## src/hdl/l2c_pkg.sv

```systemverilog
//========================================
// l2c_pkg
// shared types and default widths for the
// layer-2 normal-loop controller
//========================================
package l2c_pkg;

    //========================================
    // layer and state encodings
    //========================================
    typedef enum logic [1:0] {
        POINTWISE = 2'd0,
        DEPTHWISE = 2'd1,
        STANDARD  = 2'd2,
        LINEAR    = 2'd3
    } layer_type_e;

    typedef enum logic [1:0] {
        IDLE,
        SET_NUM,       // one-cycle plan strobe
        WAIT_DONE,
        DONE           // done pulse
    } nl_state_e;

    //========================================
    // widths
    //========================================
    localparam int CNT_W_DEF = 16; // transfer count and descriptor fields

endpackage

```

## src/hdl/lane_cmd_if.sv

```systemverilog
//========================================
// lane_cmd_if
// one lane's plan strobe and transfer counts
//========================================
`timescale 1ns/1ns

interface lane_cmd_if #(
    parameter int CNT_W = l2c_pkg::CNT_W_DEF
);
    logic             plan;       // load strobe, one cycle
    logic [CNT_W-1:0] ifmap_cnt;  // ifmap pops to issue
    logic [CNT_W-1:0] ipsum_cnt;  // ipsum pops to issue
    logic [CNT_W-1:0] opsum_cnt;  // opsum pushes to issue

    modport planner (
        output plan, ifmap_cnt, ipsum_cnt, opsum_cnt
    );

    modport lane (
        input plan, ifmap_cnt, ipsum_cnt, opsum_cnt
    );

endinterface

```

## src/hdl/lane_stat_if.sv

```systemverilog
//========================================
// lane_stat_if
// one lane's transfer strobes and done level
//========================================
`timescale 1ns/1ns

interface lane_stat_if;
    logic ifmap_pop;   // ifmap fifo pop this cycle
    logic ipsum_pop;   // ipsum fifo pop this cycle
    logic opsum_push;  // opsum fifo push this cycle
    logic done;        // all counters drained

    modport lane (
        output ifmap_pop, ipsum_pop, opsum_push, done
    );

    modport gather (
        input ifmap_pop, ipsum_pop, opsum_push, done
    );

endinterface

```

## src/hdl/nl_planner.sv

```systemverilog
//========================================
// nl_planner
// normal-loop FSM, turns a layer descriptor
// into per-lane transfer counts
//========================================
`timescale 1ns/1ns

module nl_planner #(
    parameter int NUM_LANES = 8,
    parameter int CNT_W     = l2c_pkg::CNT_W_DEF
) (
    input  logic                  clk,
    input  logic                  rst_n,
    input  logic                  start_i,
    input  l2c_pkg::layer_type_e  layer_type_i,
    input  logic [CNT_W-1:0]      tile_n_i,
    input  logic [CNT_W-1:0]      on_real_i,
    input  logic [CNT_W-1:0]      in_c_i,
    input  logic [1:0]            pad_r_i,
    input  logic [1:0]            pad_l_i,
    input  logic [CNT_W-1:0]      out_c_i,
    input  logic                  all_done_i,
    output logic                  done_o,
    lane_cmd_if.planner           cmd [NUM_LANES]
);

    localparam int GRP_LANES  = (NUM_LANES / 3) * 3; // lanes fed in groups of three
    localparam int PSUM_LANES = NUM_LANES / 3;       // one psum lane per group
    localparam logic [CNT_W+1:0] ONE     = 1;
    localparam logic [CNT_W+1:0] STD_OFF = 3;

    l2c_pkg::nl_state_e state_q, state_d;
    logic               plan;
    logic [CNT_W+1:0]   pad_w;  // input width with padding

    // a - b, floored at zero and capped at the count width
    function automatic logic [CNT_W-1:0] clamp_sub(input logic [CNT_W+1:0] a,
                                                   input logic [CNT_W+1:0] b);
        logic [CNT_W+1:0] diff;
        diff = a - b;
        if (a <= b)
            return '0;
        if (diff[CNT_W+1:CNT_W] != 2'b00)
            return '1;
        return diff[CNT_W-1:0];
    endfunction

    //========================================
    // state machine
    //========================================
    always_ff @(posedge clk or negedge rst_n) begin
        if (!rst_n)
            state_q <= l2c_pkg::IDLE;
        else
            state_q <= state_d;
    end

    always_comb begin
        state_d = state_q;
        case (state_q)
            l2c_pkg::IDLE:      if (start_i) state_d = l2c_pkg::SET_NUM;
            l2c_pkg::SET_NUM:   state_d = l2c_pkg::WAIT_DONE;
            l2c_pkg::WAIT_DONE: if (all_done_i) state_d = l2c_pkg::DONE;
            l2c_pkg::DONE:      state_d = l2c_pkg::IDLE;
            default:            state_d = l2c_pkg::IDLE;
        endcase
    end

    assign plan   = (state_q == l2c_pkg::SET_NUM);
    assign done_o = (state_q == l2c_pkg::DONE);
    assign pad_w  = {2'b00, in_c_i} + pad_r_i + pad_l_i;

    //========================================
    // per-lane counts by layer type
    //========================================
    for (genvar k = 0; k < NUM_LANES; k++) begin : g_lane
        localparam logic [CNT_W+1:0] DW_OFF = 3 * (k / 3 + 1); // depthwise row skew

        logic [CNT_W-1:0] ifmap_cnt;
        logic [CNT_W-1:0] ipsum_cnt;
        logic [CNT_W-1:0] opsum_cnt;

        always_comb begin
            ifmap_cnt = '0;
            ipsum_cnt = '0;
            opsum_cnt = '0;
            if (plan) begin
                case (layer_type_i)
                    l2c_pkg::POINTWISE, l2c_pkg::LINEAR: begin
                        ifmap_cnt = clamp_sub({2'b00, tile_n_i}, ONE);
                        ipsum_cnt = (k == 0) ? clamp_sub({2'b00, on_real_i}, ONE) : on_real_i;
                        opsum_cnt = on_real_i;
                    end
                    l2c_pkg::DEPTHWISE, l2c_pkg::STANDARD: begin
                        if (k < GRP_LANES) begin
                            ifmap_cnt = clamp_sub(pad_w,
                                (layer_type_i == l2c_pkg::DEPTHWISE) ? DW_OFF : STD_OFF);
                        end
                        if (k < PSUM_LANES) begin
                            ipsum_cnt = (k == 0) ? clamp_sub({2'b00, on_real_i}, ONE)
                                                 : on_real_i;
                            opsum_cnt = out_c_i;
                        end
                    end
                    default: ; // unknown type loads nothing
                endcase
            end
        end

        assign cmd[k].plan      = plan;
        assign cmd[k].ifmap_cnt = ifmap_cnt;
        assign cmd[k].ipsum_cnt = ipsum_cnt;
        assign cmd[k].opsum_cnt = opsum_cnt;
    end

    //========================================
    // checks
    //========================================
    a_plan_single: assert property (@(posedge clk) disable iff (!rst_n)
        plan |=> !plan);

    a_type_known: assert property (@(posedge clk) disable iff (!rst_n)
        plan |-> !$isunknown(layer_type_i));

endmodule

```

## src/hdl/fifo_lane_ctrl.sv

```systemverilog
//========================================
// fifo_lane_ctrl
// one lane's ifmap/ipsum/opsum down-counters
//========================================
`timescale 1ns/1ns

module fifo_lane_ctrl #(
    parameter int CNT_W = l2c_pkg::CNT_W_DEF
) (
    input  logic        clk,
    input  logic        rst_n,
    input  logic        ifmap_valid_i,  // ifmap fifo has data
    input  logic        ipsum_valid_i,  // ipsum fifo has data
    input  logic        opsum_ready_i,  // opsum fifo has room
    lane_cmd_if.lane    cmd,
    lane_stat_if.lane   stat,
    output logic        ifmap_pop_o,
    output logic        ipsum_pop_o,
    output logic        opsum_push_o
);

    logic [CNT_W-1:0] ifmap_q;
    logic [CNT_W-1:0] ipsum_q;
    logic [CNT_W-1:0] opsum_q;
    logic             ifmap_pop;
    logic             ipsum_pop;
    logic             opsum_push;
    logic             done;

    //========================================
    // transfer strobes
    //========================================
    assign ifmap_pop  = (ifmap_q != '0) && ifmap_valid_i;
    assign ipsum_pop  = (ipsum_q != '0) && ipsum_valid_i;
    assign opsum_push = (opsum_q != '0) && opsum_ready_i;
    assign done       = (ifmap_q == '0) && (ipsum_q == '0) && (opsum_q == '0);

    always_ff @(posedge clk or negedge rst_n) begin
        if (!rst_n) begin
            ifmap_q <= '0;
            ipsum_q <= '0;
            opsum_q <= '0;
        end else if (cmd.plan) begin
            ifmap_q <= cmd.ifmap_cnt; // new plan wins
            ipsum_q <= cmd.ipsum_cnt;
            opsum_q <= cmd.opsum_cnt;
        end else begin
            if (ifmap_pop)
                ifmap_q <= ifmap_q - 1'b1;
            if (ipsum_pop)
                ipsum_q <= ipsum_q - 1'b1;
            if (opsum_push)
                opsum_q <= opsum_q - 1'b1;
        end
    end

    assign ifmap_pop_o     = ifmap_pop;
    assign ipsum_pop_o     = ipsum_pop;
    assign opsum_push_o    = opsum_push;
    assign stat.ifmap_pop  = ifmap_pop;
    assign stat.ipsum_pop  = ipsum_pop;
    assign stat.opsum_push = opsum_push;
    assign stat.done       = done;

    //========================================
    // checks
    //========================================
    a_quiet_when_done: assert property (@(posedge clk) disable iff (!rst_n)
        stat.done |-> !(ifmap_pop_o || ipsum_pop_o || opsum_push_o));

endmodule

```

## src/hdl/done_gather.sv

```systemverilog
//========================================
// done_gather
// registered all-done and transfer total
//========================================
`timescale 1ns/1ns

module done_gather #(
    parameter int NUM_LANES = 8
) (
    input  logic          clk,
    input  logic          rst_n,
    input  logic          plan_i,       // new run, clears state
    lane_stat_if.gather   stat [NUM_LANES],
    output logic          all_done_o,
    output logic [31:0]   xfer_total_o
);

    logic [NUM_LANES-1:0] done_vec;
    logic [NUM_LANES-1:0] ifmap_vec;
    logic [NUM_LANES-1:0] ipsum_vec;
    logic [NUM_LANES-1:0] opsum_vec;
    logic [31:0]          step_sum;     // strobes this cycle
    logic                 all_done_q;
    logic [31:0]          total_q;

    for (genvar k = 0; k < NUM_LANES; k++) begin : g_pick
        assign done_vec[k]  = stat[k].done;
        assign ifmap_vec[k] = stat[k].ifmap_pop;
        assign ipsum_vec[k] = stat[k].ipsum_pop;
        assign opsum_vec[k] = stat[k].opsum_push;
    end

    always_comb begin
        step_sum = '0;
        for (int k = 0; k < NUM_LANES; k++) begin
            step_sum = step_sum + ifmap_vec[k] + ipsum_vec[k] + opsum_vec[k];
        end
    end

    always_ff @(posedge clk or negedge rst_n) begin
        if (!rst_n) begin
            all_done_q <= 1'b0;
            total_q    <= '0;
        end else if (plan_i) begin
            all_done_q <= 1'b0; // lanes still loading
            total_q    <= '0;
        end else begin
            all_done_q <= &done_vec;
            total_q    <= total_q + step_sum;
        end
    end

    assign all_done_o   = all_done_q;
    assign xfer_total_o = total_q;

endmodule

```

## src/hdl/l2c_normal_loop_top.sv

```systemverilog
//========================================
// l2c_normal_loop_top
// normal-loop stage: planner, fifo lanes
// and done gather
//========================================
`timescale 1ns/1ns

module l2c_normal_loop_top #(
    parameter int NUM_LANES = 8,
    parameter int CNT_W     = l2c_pkg::CNT_W_DEF
) (
    input  logic                  clk,
    input  logic                  rst_n,
    input  logic                  start_i,
    input  l2c_pkg::layer_type_e  layer_type_i,
    input  logic [CNT_W-1:0]      tile_n_i,
    input  logic [CNT_W-1:0]      on_real_i,
    input  logic [CNT_W-1:0]      in_c_i,
    input  logic [1:0]            pad_r_i,
    input  logic [1:0]            pad_l_i,
    input  logic [CNT_W-1:0]      out_c_i,
    input  logic [NUM_LANES-1:0]  ifmap_valid_i,
    input  logic [NUM_LANES-1:0]  ipsum_valid_i,
    input  logic [NUM_LANES-1:0]  opsum_ready_i,
    output logic [NUM_LANES-1:0]  ifmap_pop_o,
    output logic [NUM_LANES-1:0]  ipsum_pop_o,
    output logic [NUM_LANES-1:0]  opsum_push_o,
    output logic                  done_o,
    output logic [31:0]           xfer_total_o
);

    logic all_done;

    lane_cmd_if #(.CNT_W(CNT_W)) cmd_if [NUM_LANES] ();
    lane_stat_if                 stat_if [NUM_LANES] ();

    nl_planner #(
        .NUM_LANES (NUM_LANES),
        .CNT_W     (CNT_W)
    ) nl_planner_inst (
        .clk          (clk),
        .rst_n        (rst_n),
        .start_i      (start_i),
        .layer_type_i (layer_type_i),
        .tile_n_i     (tile_n_i),
        .on_real_i    (on_real_i),
        .in_c_i       (in_c_i),
        .pad_r_i      (pad_r_i),
        .pad_l_i      (pad_l_i),
        .out_c_i      (out_c_i),
        .all_done_i   (all_done),
        .done_o       (done_o),
        .cmd          (cmd_if)
    );

    for (genvar k = 0; k < NUM_LANES; k++) begin : g_lane
        fifo_lane_ctrl #(
            .CNT_W (CNT_W)
        ) fifo_lane_ctrl_inst (
            .clk           (clk),
            .rst_n         (rst_n),
            .ifmap_valid_i (ifmap_valid_i[k]),
            .ipsum_valid_i (ipsum_valid_i[k]),
            .opsum_ready_i (opsum_ready_i[k]),
            .cmd           (cmd_if[k]),
            .stat          (stat_if[k]),
            .ifmap_pop_o   (ifmap_pop_o[k]),
            .ipsum_pop_o   (ipsum_pop_o[k]),
            .opsum_push_o  (opsum_push_o[k])
        );
    end

    done_gather #(
        .NUM_LANES (NUM_LANES)
    ) done_gather_inst (
        .clk          (clk),
        .rst_n        (rst_n),
        .plan_i       (cmd_if[0].plan), // same strobe on every lane
        .stat         (stat_if),
        .all_done_o   (all_done),
        .xfer_total_o (xfer_total_o)
    );

endmodule

```

## config.mk

```make
export PLATFORM = sky130hd
export DESIGN_NAME = l2c_normal_loop_top
export DESIGN_NICKNAME = d
export VERILOG_FILES = /design/src/hdl/l2c_pkg.sv /design/src/hdl/lane_cmd_if.sv /design/src/hdl/lane_stat_if.sv /design/src/hdl/nl_planner.sv /design/src/hdl/fifo_lane_ctrl.sv /design/src/hdl/done_gather.sv /design/src/hdl/l2c_normal_loop_top.sv
export SDC_FILE = /design/constraint.sdc
export NUM_CORES = 1
export LEC_CHECK = 0
export BUFFER_PORTS_ARGS = -buffer_cell sky130_fd_sc_hd__buf_2
export CELL_PAD_IN_SITES_DETAIL_PLACEMENT = 0
export CELL_PAD_IN_SITES_GLOBAL_PLACEMENT = 1
export CORE_MARGIN = 3
export CORE_UTILIZATION = 40
export CTS_CLUSTER_DIAMETER = 60
export CTS_CLUSTER_SIZE = 24
export DETAILED_ROUTE_END_ITERATION = 7
export GPL_TIMING_DRIVEN = 1
export PLACE_DENSITY = 0.82
export SETUP_SLACK_MARGIN = 0.02
export SLEW_MARGIN = 20
export SYNTH_ARGS = -nofsm -noshare
export SYNTH_HDL_FRONTEND = slang
export SYNTH_SLANG_ARGS = --single-unit
```

## constraint.sdc

```tcl
create_clock -name clk -period 9.1 [get_ports clk]
set_input_delay 0.91 -clock clk [delete_from_list [all_inputs] [get_ports clk]]
set_output_delay 0.91 -clock clk [all_outputs]
set_load 0.01 [all_outputs]
```

# After elaboration in Yosys (flattened, before gate mapping)
# Index checks and enable logic that the tools add are counted.
totals:
  ff_bits: 419
  out_inout_bits: 57
  wordCells: 328
  in_bits: 97
op_classes:
  n_lt_le_gt_ge: 4
  reduce_logical: 123
  add_sub_neg: 54
  muxes: 112
  n_eq_ne: 8
ops:
  columns: ["operator", "n"]
  rows:
  - ["2-to-1 mux 16 bit", 69]
  - ["adder 32 x 1 -> 32 bit", 22]
  - ["logical NOT 16 bit", 24]
  - ["nonzero test 16 bit", 24]
  - ["subtractor 16 x 1 -> 16 bit (second input constant)", 24]
  - ["one-hot mux 16 bit (2 select lines)", 4]
  - ["nonzero test 2 bit", 28]
  - ["logical AND 1 bit", 40]
  - ["2-to-1 mux 1 bit", 34]
  - ["subtractor 16 x 1 -> 17 bit (second input constant)", 2]
  - ["adder 32 bit", 1]
  - ["<= comparator 16 x 1 -> 1 bit (second input constant)", 2]
  - ["2-to-1 mux 32 bit", 1]
  - ["adder 18 x 2 -> 18 bit", 1]
  - ["<= comparator 18 bit", 1]
  - ["<= comparator 18 x 2 -> 1 bit (second input constant)", 1]
  - ["subtractor 18 bit", 1]
  - ["subtractor 18 x 2 -> 18 bit (second input constant)", 1]
  - ["adder 16 x 2 -> 17 bit", 1]
  - ["== test 2 bit (second input constant)", 4]
  - ["one-hot mux 2 bit (4 select lines)", 1]
  - ["AND reduction 8 bit", 1]
  - ["== test 2 x 1 -> 1 bit (second input constant)", 2]
  - ["logical NOT 2 bit", 2]
  - ["other kinds (8)", 10]

# Longest topological paths before layout
# Gate-level depths: netlist of run 1.
depth:
  word_depth: 27
  mapped_depth: 30
  depth_no_buf: 29

# Cells and area by module
# A second synthesis of run 1 with hierarchy kept.
unflattened:
  hier_cells: 4049
  area_unflattened_um2: 33211.9
by_module_without_submodules:
  columns: ["module", "seq_area_each_um2", "area_each_um2", "cells_per_inst", "instances"]
  rows:
  - ["fifo_lane_ctrl at g_lane[0].fifo_lane_ctrl_inst ...", 1201.2, 3110.5, 375, 7]
  - ["nl_planner", 50.0, 5437.7, 762, 1]
  - ["fifo_lane_ctrl at g_lane[7].fifo_lane_ctrl_inst", 1201.2, 3185.6, 381, 1]
  - ["done_gather", 825.8, 2815.2, 281, 1]

# Worst setup path before layout of run 1
# Ideal clock, no wire load.
synth_path:
  kind: "flip-flop to flip-flop"
  from: "reg g_lane[4].fifo_lane_ctrl_inst.opsum_q[0]"
  to: "reg done_gather_inst.total_q[26] (netlist: done_gather_inst.xfer_total_o[26])"
  required_time_ns: 9.022
  path_stages_with_launch: 30
  setup_time_ns: 0.078
  path_slack_ns: 0.889
  arrival_ns: 8.133
  period_less_slack_ns: 8.211
  cell_sequence: "dfrtp_1 inv_1 ha_1 or3b_1 or3_1 or3_1 or3_1 or3_1 or3_1 o31a_1 buf_2 inv_1 fa_1 fa_1 fa_1 fa_1 fa_1 inv_1 ha_1 inv_1 fa_1 nor2b_1 o21ai_0 a21boi_0 o21ai_0 a21boi_0 o211ai_1 or2_2 or3_1 a21oi_1"
synth_via:
  elab_chain_len: 14
synth_lines:
  columns: ["element", "line", "source"]
  rows:
  - ["start, declared", "fifo_lane_ctrl.sv:24", "logic [CNT_W-1:0] opsum_q;"]
  - ["start signal, assigned", "fifo_lane_ctrl.sv:46", "opsum_q <= cmd.opsum_cnt;"]
  - ["start signal, assigned", "fifo_lane_ctrl.sv:53", "opsum_q <= opsum_q - 1'b1;"]
  - ["nonzero test 16 bit", "fifo_lane_ctrl.sv:35", "assign opsum_push = (opsum_q != '0) && opsum_ready_i;"]
  - ["logical AND 1 bit", "fifo_lane_ctrl.sv:35", null]
  - ["net done_gather_inst.stat[4].opsum_push", "lane_stat_if.sv:18", "input ifmap_pop, ipsum_pop, opsum_push, done"]
  - ["adder 32 x 1 -> 32 bit (10 in series)", "done_gather.sv:36", "step_sum = step_sum + ifmap_vec[k] + ipsum_vec[k] + opsum_vec[k];"]
  - ["adder 32 bit", "done_gather.sv:49", "total_q <= total_q + step_sum;"]
  - ["2-to-1 mux 32 bit", "done_gather.sv:44", "end else if (plan_i) begin"]
  - ["end signal, assigned", "done_gather.sv:49", null]
  - ["end, declared", "done_gather.sv:24", "logic [31:0] total_q;"]
# The timed path passes the listed nets, and every way through them passes these cells.
# A chain may end at the register's enable or synchronous reset.

# Worst setup path after layout of run 1
layout_path:
  from: "reg g_lane[4].fifo_lane_ctrl_inst.opsum_q[0]"
  to: "reg done_gather_inst.total_q[26] (netlist: done_gather_inst.xfer_total_o[26])"
layout_via:
  elab_chain_len: 14
layout_lines:
  columns: ["element", "line"]
  rows:
  - ["nonzero test 16 bit", "fifo_lane_ctrl.sv:35"]
  - ["logical AND 1 bit", "fifo_lane_ctrl.sv:35"]
  - ["adder 32 x 1 -> 32 bit (10 in series)", "done_gather.sv:36"]
  - ["adder 32 bit", "done_gather.sv:49"]
  - ["2-to-1 mux 32 bit", "done_gather.sv:44"]
# Every way passes these cells.

==> results.yml, run 1 <==
critical_path:
  start_kind: "register"
  critical_path_class: "register to register"
  slowest_delay_ns: 0.57
  endpoint_kind: "register"
  crit_fanout: 6
  crit_slowest_cell: "fa_1"
  cp.required_ns: 9.61
  worstPathArrival_ns: 9.08
floorplan:
  die_h_um: 272
  fp.dieW_um: 272
  core_area_sq_mm: 0.0694
  num_rows: 96
  initial_core_util: 0.408
  ios: 154
  dieArea_sq_mm: 0.0741
yosys:
  ys_ff_latch: 419
  synth.most_common_cell: "dfrtp_1"
  syn-instance-count: 3387
  netlist_top_cells_count: "419 x dfrtp_1, 400 x nor2_1, 291 x a21oi_1, 224 x o22a_1, 216 x inv_1"
  synth_area_leader_cell: "dfrtp_1"
  synth_area_per_cell_sq_um: 8.37
  ys_warn_count: 0
  syn_nets: 3564
  synth_edf_count: 0
  ys_seq_area_frac: 0.370
  syn-cell-area_sq_mm: 0.0284
  ys.flop_type: "dfrtp_1"
  ys_async_sr_fraction: 1.00
  ys_top_cells_by_area: "dfrtp_1 37%, o22a_1 6.9%, nor2_1 5.3%, a21oi_1 5.1%, a31oi_1 4.2%"
  synth_top_area_frac: 0.370
  ys_types: 108
global_route:
  grt_pass1_vias: 24471
  grt_pass1_wl_um: 143000
  antenna_found_initial: 8
  grt_use_total: 0.241
  grt_overflow: 0
  grt_start_max_net_pins: 122
worst_hold_path:
  hp-class: "input pin to async pin"
finish:
  fin_util: 0.451
  syn2layout_area_growth_pct: 10.3
  drive_gt1_frac: 0.104
  fill_cells: 6943
  nNetsFinal: 3610
route:
  drt-initial-drc-count: 2676
  wl_per_cell_um: 20.8
  drcViolationCount: 0
  dr.pass1.iters: 7
  routed_wl_um: 91800
  antenna_left: 0
  vias: 26556
  vias_per_cell: 6.03
pwr:
  p_per_area_mw_per_mm2: 319
  total_leakage_power_nw: 14.0
  ir_drop_v: 0.000243
sta:
  fmax_ghz: 0.117
  rsz0062_at_grt: "false"
  final_max_slew_viol_count: 0
  min_period_ns: 8.57
  final-hold-violation-count: 0
  skew_ns: 0.0645
  period_share: 0.941
  timing.final.ws_setup_ns: 0.534
  setup-tns-final_ns: 0
  slew_headroom: 0.215
  worst_slew_pin_slew_ns: 1.17
  setup_violations: 0
flow_run:
  cap_violations: 0
clocking:
  path_clk_slew_ns: 0.07
  clockBufferDepth: 3
  cts_hold_buffers: 0
  cts_buffers: 43
  clock_latency_ns: 0.64
  cts_tree: "yes"
  cts_sinks: 419
  htree_levels: 2
  cts-root-buf: "clkbuf_16"
placed_design:
  routabilityCongestion: 0.874
  portBuffers: 153
  place_ws_ns: 0.404
  place_hpwl_um: 62700
run_status:
  outcome: "complete, no violations"
[where the power goes]
part / switching (mW) / internal, mW / total (mW)
clock: 0.958 / 0.970 / 1.93
combinational: 2.72 / 1.97 / 4.69
sequential: 0.746 / 2.61 / 3.35
[worst max-delay path, delay by kind of cell (launching register included)]
kind | cells | cell delay (ns)
compound gates | 7 | 1.40
fa+ha+maj | 8 | 3.20
buf+inv | 4 | 0.29
flops | 1 | 0.41
simple gates | 9 | 3.14
[metrics by stage]
stage	hold slack, ns	cell area (sq um)	instances	power, mW
final	0.307	31300	4404	9.97
after global routing	0.344	31300	4400	10.8
after floorplan	0.461	28400	3387	6.84
after detailed placement	0.495	29700	4319	8.03
after global placement	0.487	29700	4319	7.93
after CTS	0.305	31300	4399	9.99
[cell type report]
cell class / instances / area (sq um) / area share
repair buffers: 187 / 1040 / 0.0333
flip-flops and latches: 419 / 10500 / 0.335
inverters: 222 / 835 / 0.0267
clock inverters: 32 / 389 / 0.0124
clock buffers: 48 / 1130 / 0.0363
diodes: 5 / 12.5 / 0.000400
multi-input cells: 2560 / 16200 / 0.519
well taps: 931 / 1160 / 0.0372
[cells in the final DEF (no fill, tap or decap), types with 84 or more instances in the layout]
cell type,n
nand3_1,91
nor2_1,399
dfrtp_1,419
nor3_1,144
xnor2_1,84
nand2_1,200
or3_1,132
a31oi_1,189
a21oi_1,291
o22a_1,224
buf_2,152
inv_1,216
o21ai_0,126
[cell families after synthesis]
kind of cell / after synthesis / synth area share
buf+inv: 408 / 0.0590
flops: 419 / 0.370
simple gates: 1241 / 0.218
fa+ha+maj: 80 / 0.0406
xor+xnor: 139 / 0.0437
compound gates: 1083 / 0.262
mux: 17 / 0.00618
[final timing paths]
kind                                                                    endpoint  slack (ns)                                                   from  cells past startpoint
max in group asynchronous   g_lane[4].fifo_lane_ctrl_inst.ipsum_q[5]$_DFFE_PN0P_        6.63                                                  rst_n                      3
setup / recovery                     done_gather_inst.xfer_total_o[26]$_DFF_PN0_        0.53   g_lane[4].fifo_lane_ctrl_inst.opsum_q[0]$_DFFE_PN0P_                     28
min in group clk           g_lane[2].fifo_lane_ctrl_inst.opsum_q[11]$_DFFE_PN0P_        0.51  g_lane[2].fifo_lane_ctrl_inst.opsum_q[11]$_DFFE_PN0P_                      2
setup reg to reg                     done_gather_inst.xfer_total_o[26]$_DFF_PN0_        0.53   g_lane[4].fifo_lane_ctrl_inst.opsum_q[0]$_DFFE_PN0P_                     28
hold reg to reg            g_lane[2].fifo_lane_ctrl_inst.opsum_q[11]$_DFFE_PN0P_        0.51  g_lane[2].fifo_lane_ctrl_inst.opsum_q[11]$_DFFE_PN0P_                      2
hold / removal             g_lane[0].fifo_lane_ctrl_inst.ipsum_q[10]$_DFFE_PN0P_        0.31                                                  rst_n                      1
[sequential cells by signal, indices dropped and copies added (netlist names)]
register,cells
done_gather_inst.all_done_o,1
done_gather_inst.xfer_total_o,32
g_lane.fifo_lane_ctrl_inst.ifmap_q,128
g_lane.fifo_lane_ctrl_inst.ipsum_q,128
g_lane.fifo_lane_ctrl_inst.opsum_q,128
nl_planner_inst.state_q,2
[per-layer routing]
metal / vias up / share of wire / track usage
li1: 12556 / - / -
met5: - / 0.00056 / 0
met4: 8 / 0.032 / 0.0781
met2: 829 / 0.44 / 0.371
met1: 13016 / 0.45 / 0.342
met3: 147 / 0.077 / 0.0464
[repair_timing]
item	in CTS	in global routing
resized for setup	0	3
buffers inserted	0	0
hold endpoints to repair	0	0
endpoints found under the setup margin	0	4
Note: power is estimated with default switching activity, not from simulation.
==> run 2, diff against run 1 <==
--- a/config.mk
+++ b/config.mk
@@ -5,7 +5,6 @@
 export SDC_FILE = /design/constraint.sdc
 export NUM_CORES = 1
 export LEC_CHECK = 0
-export BUFFER_PORTS_ARGS = -buffer_cell sky130_fd_sc_hd__buf_2
 export CELL_PAD_IN_SITES_DETAIL_PLACEMENT = 0
 export CELL_PAD_IN_SITES_GLOBAL_PLACEMENT = 1
 export CORE_MARGIN = 3
@@ -13,8 +12,9 @@
 export CTS_CLUSTER_DIAMETER = 60
 export CTS_CLUSTER_SIZE = 24
 export DETAILED_ROUTE_END_ITERATION = 7
+export DONT_BUFFER_PORTS = 1
 export GPL_TIMING_DRIVEN = 1
-export PLACE_DENSITY = 0.82
+export PLACE_DENSITY = 0.8
 export SETUP_SLACK_MARGIN = 0.02
 export SLEW_MARGIN = 20
 export SYNTH_ARGS = -nofsm -noshare
==> results.yml, run 2 (synthesized netlist as in run 1, its figures left out) <==
run_status:
  outcome: "complete, no violations"
finish:
  largestRegisters: "g_lane.fifo_lane_ctrl_inst.ifmap_q: 128 flops, g_lane.fifo_lane_ctrl_inst.ipsum_q: 128 flops, g_lane.fifo_lane_ctrl_inst.opsum_q: 128 flops"
  instances_no_fill: 4250
  mostFrequentLayoutCell: "dfrtp_1"
  stdcell_area_sq_mm: 0.0307
  syn2layout_area_growth_pct: 8.32
  n_antenna_cell: 0
  nNetsFinal: 3459
  most-common-layout-cells: "419 x dfrtp_1, 399 x nor2_1, 291 x a21oi_1, 224 x o22a_1, 216 x inv_1"
  drive_gt1_frac: 0.0639
clocking:
  cts_setup_buffers: 0
  htree_levels: 2
  path_clk_slew_ns: 0.08
  cts_sinks: 419
  clockBufferDepth: 3
  cts_tree: "yes"
  cts-root-buf: "clkbuf_16"
  cts_buffers: 45
  clock_latency_ns: 0.62
pwr:
  p_per_area_mw_per_mm2: 328
  total_leakage_power_nw: 13.5
  ir_drop_v: 0.000198
route:
  antenna_left: 0
  drt-initial-drc-count: 2509
  drcViolationCount: 0
  dr.pass1.iters: 6
  wl_per_cell_um: 21.5
  routed_wl_um: 91500
  vias: 26016
  vias_per_cell: 6.12
sta:
  skew_ns: 0.0599
  period_share: 0.940
  final_max_slew_viol_count: 0
  setup_violations: 0
  min_period_ns: 8.55
  timing.final.ws_setup_ns: 0.549
  setup-tns-final_ns: 0
  slew_headroom: 0.211
  final-hold-violation-count: 0
  whs_ns: 0.0617
  fmax_ghz: 0.117
  worst_slew_pin_slew_ns: 1.18
  rsz0062_at_grt: "false"
global_route:
  grt_pass1_vias: 24326
  grt_overflow: 0
  grt_pass1_wl_um: 143000
  grt_start_max_net_pins: 343
  grt_use_total: 0.241
  antenna_found_initial: 0
critical_path:
  reg2reg_slack_ns: 0.55
  path_depth: 28
  timing.rr.end: "done_gather_inst.xfer_total_o[26]$_DFF_PN0_"
  critical_path_class: "register to register"
  start_kind: "register"
  worstPathArrival_ns: 9.05
  endpoint: "done_gather_inst.xfer_total_o[26]$_DFF_PN0_"
  crit_fanout: 6
  crit_start: "g_lane[4].fifo_lane_ctrl_inst.opsum_q[0]$_DFFE_PN0P_"
  cp_top_family: "adder cells"
  r2r_start: "g_lane[4].fifo_lane_ctrl_inst.opsum_q[0]$_DFFE_PN0P_"
  slowest_delay_ns: 0.58
  crit_slowest_cell: "fa_1"
  cp.required_ns: 9.59
  endpoint_kind: "register"
  r2r_cells: 28
  critPathBufInv: 4
floorplan:
  ios: 154
  fp.dieW_um: 272
  die_h_um: 272
  dieArea_sq_mm: 0.0741
  core_area_sq_mm: 0.0694
  num_rows: 96
  initial_core_util: 0.408
placed_design:
  portBuffers: 0
  place_area_sq_mm: 0.0290
  place.detailed.instances: 4165
  place_hpwl_um: 61400
  place_ws_ns: 0.480
  routabilityCongestion: 0.861
worst_hold_path:
  hp-class: "input pin to async pin"
flow_run:
  cap_violations: 0
run 2: power breakdown:
part	internal, mW	switching [mW]	total (mW)
clock	1.20	0.925	2.12
sequential	2.61	0.771	3.38
combinational	1.94	2.63	4.56
run 2: timing repair:
action                                 in CTS  in global routing
gates resized for setup                     0                  2
hold buffers                                1                  0
setup endpoints to repair                   0                  4
endpoints found under the hold margin      78                  0
run 2: worst register-to-register path: cells and delay by family, from the launching register on:
| family | cells | cell delay, ns |
|---|---|---|
| flops | 1 | 0.42 |
| simple gates | 9 | 3.12 |
| fa+ha+maj | 8 | 3.21 |
| buf+inv | 4 | 0.29 |
| compound gates | 7 | 1.39 |
run 2: how the worst min path moves through the flow:
| stage | to | slack (ns) | cells after the start |
|---|---|---|---|
| finish | g_lane[5].fifo_lane_ctrl_inst.opsum_q[11]$_DFFE_PN0P_ | 0.06 | 0 |
| global route | g_lane[5].fifo_lane_ctrl_inst.opsum_q[11]$_DFFE_PN0P_ | 0.02 | 0 |
| CTS | g_lane[5].fifo_lane_ctrl_inst.opsum_q[12]$_DFFE_PN0P_ | 0.00008 | 0 |
| detailed placement | g_lane[2].fifo_lane_ctrl_inst.opsum_q[11]$_DFFE_PN0P_ | 0.49 | 2 |
| global placement | g_lane[2].fifo_lane_ctrl_inst.opsum_q[9]$_DFFE_PN0P_ | 0.49 | 2 |
| floorplan | g_lane[2].fifo_lane_ctrl_inst.opsum_q[11]$_DFFE_PN0P_ | 0.46 | 2 |
run 2: per-stage QoR:
| step | total power [mW] | utilization |
|---|---|---|
| after detailed placement | 7.91 | 0.418 |
| after global placement | 7.83 | 0.417 |
| after global routing | 10.9 | 0.442 |
| after floorplan | 6.84 | - |
| final | 10.1 | 0.442 |
| after CTS | 10.1 | 0.442 |
run 2: metal layers:
| metal | vias up | GRT usage | wire length [um] | part of all wire |
|---|---|---|---|---|
| li1 | 12253 | - | - | - |
| met1 | 12706 | 0.335 | 40300 | 0.44 |
| met2 | 882 | 0.376 | 40500 | 0.44 |
| met3 | 175 | 0.0428 | 7200 | 0.079 |
| met4 | 0 | 0.0899 | 3500 | 0.038 |
| met5 | - | 0 | 0 | 0 |
run 2: layout make-up:
class,instances,area [sq um]
Timing Repair Buffer,34,292
Clock inverter,34,508
Clock buffer,50,1200
Inverter,222,835
Fill cell,6977,38700
Tap cell,931,1160
Sequential cell,419,10500
Multi-Input combinational cell,2560,16200
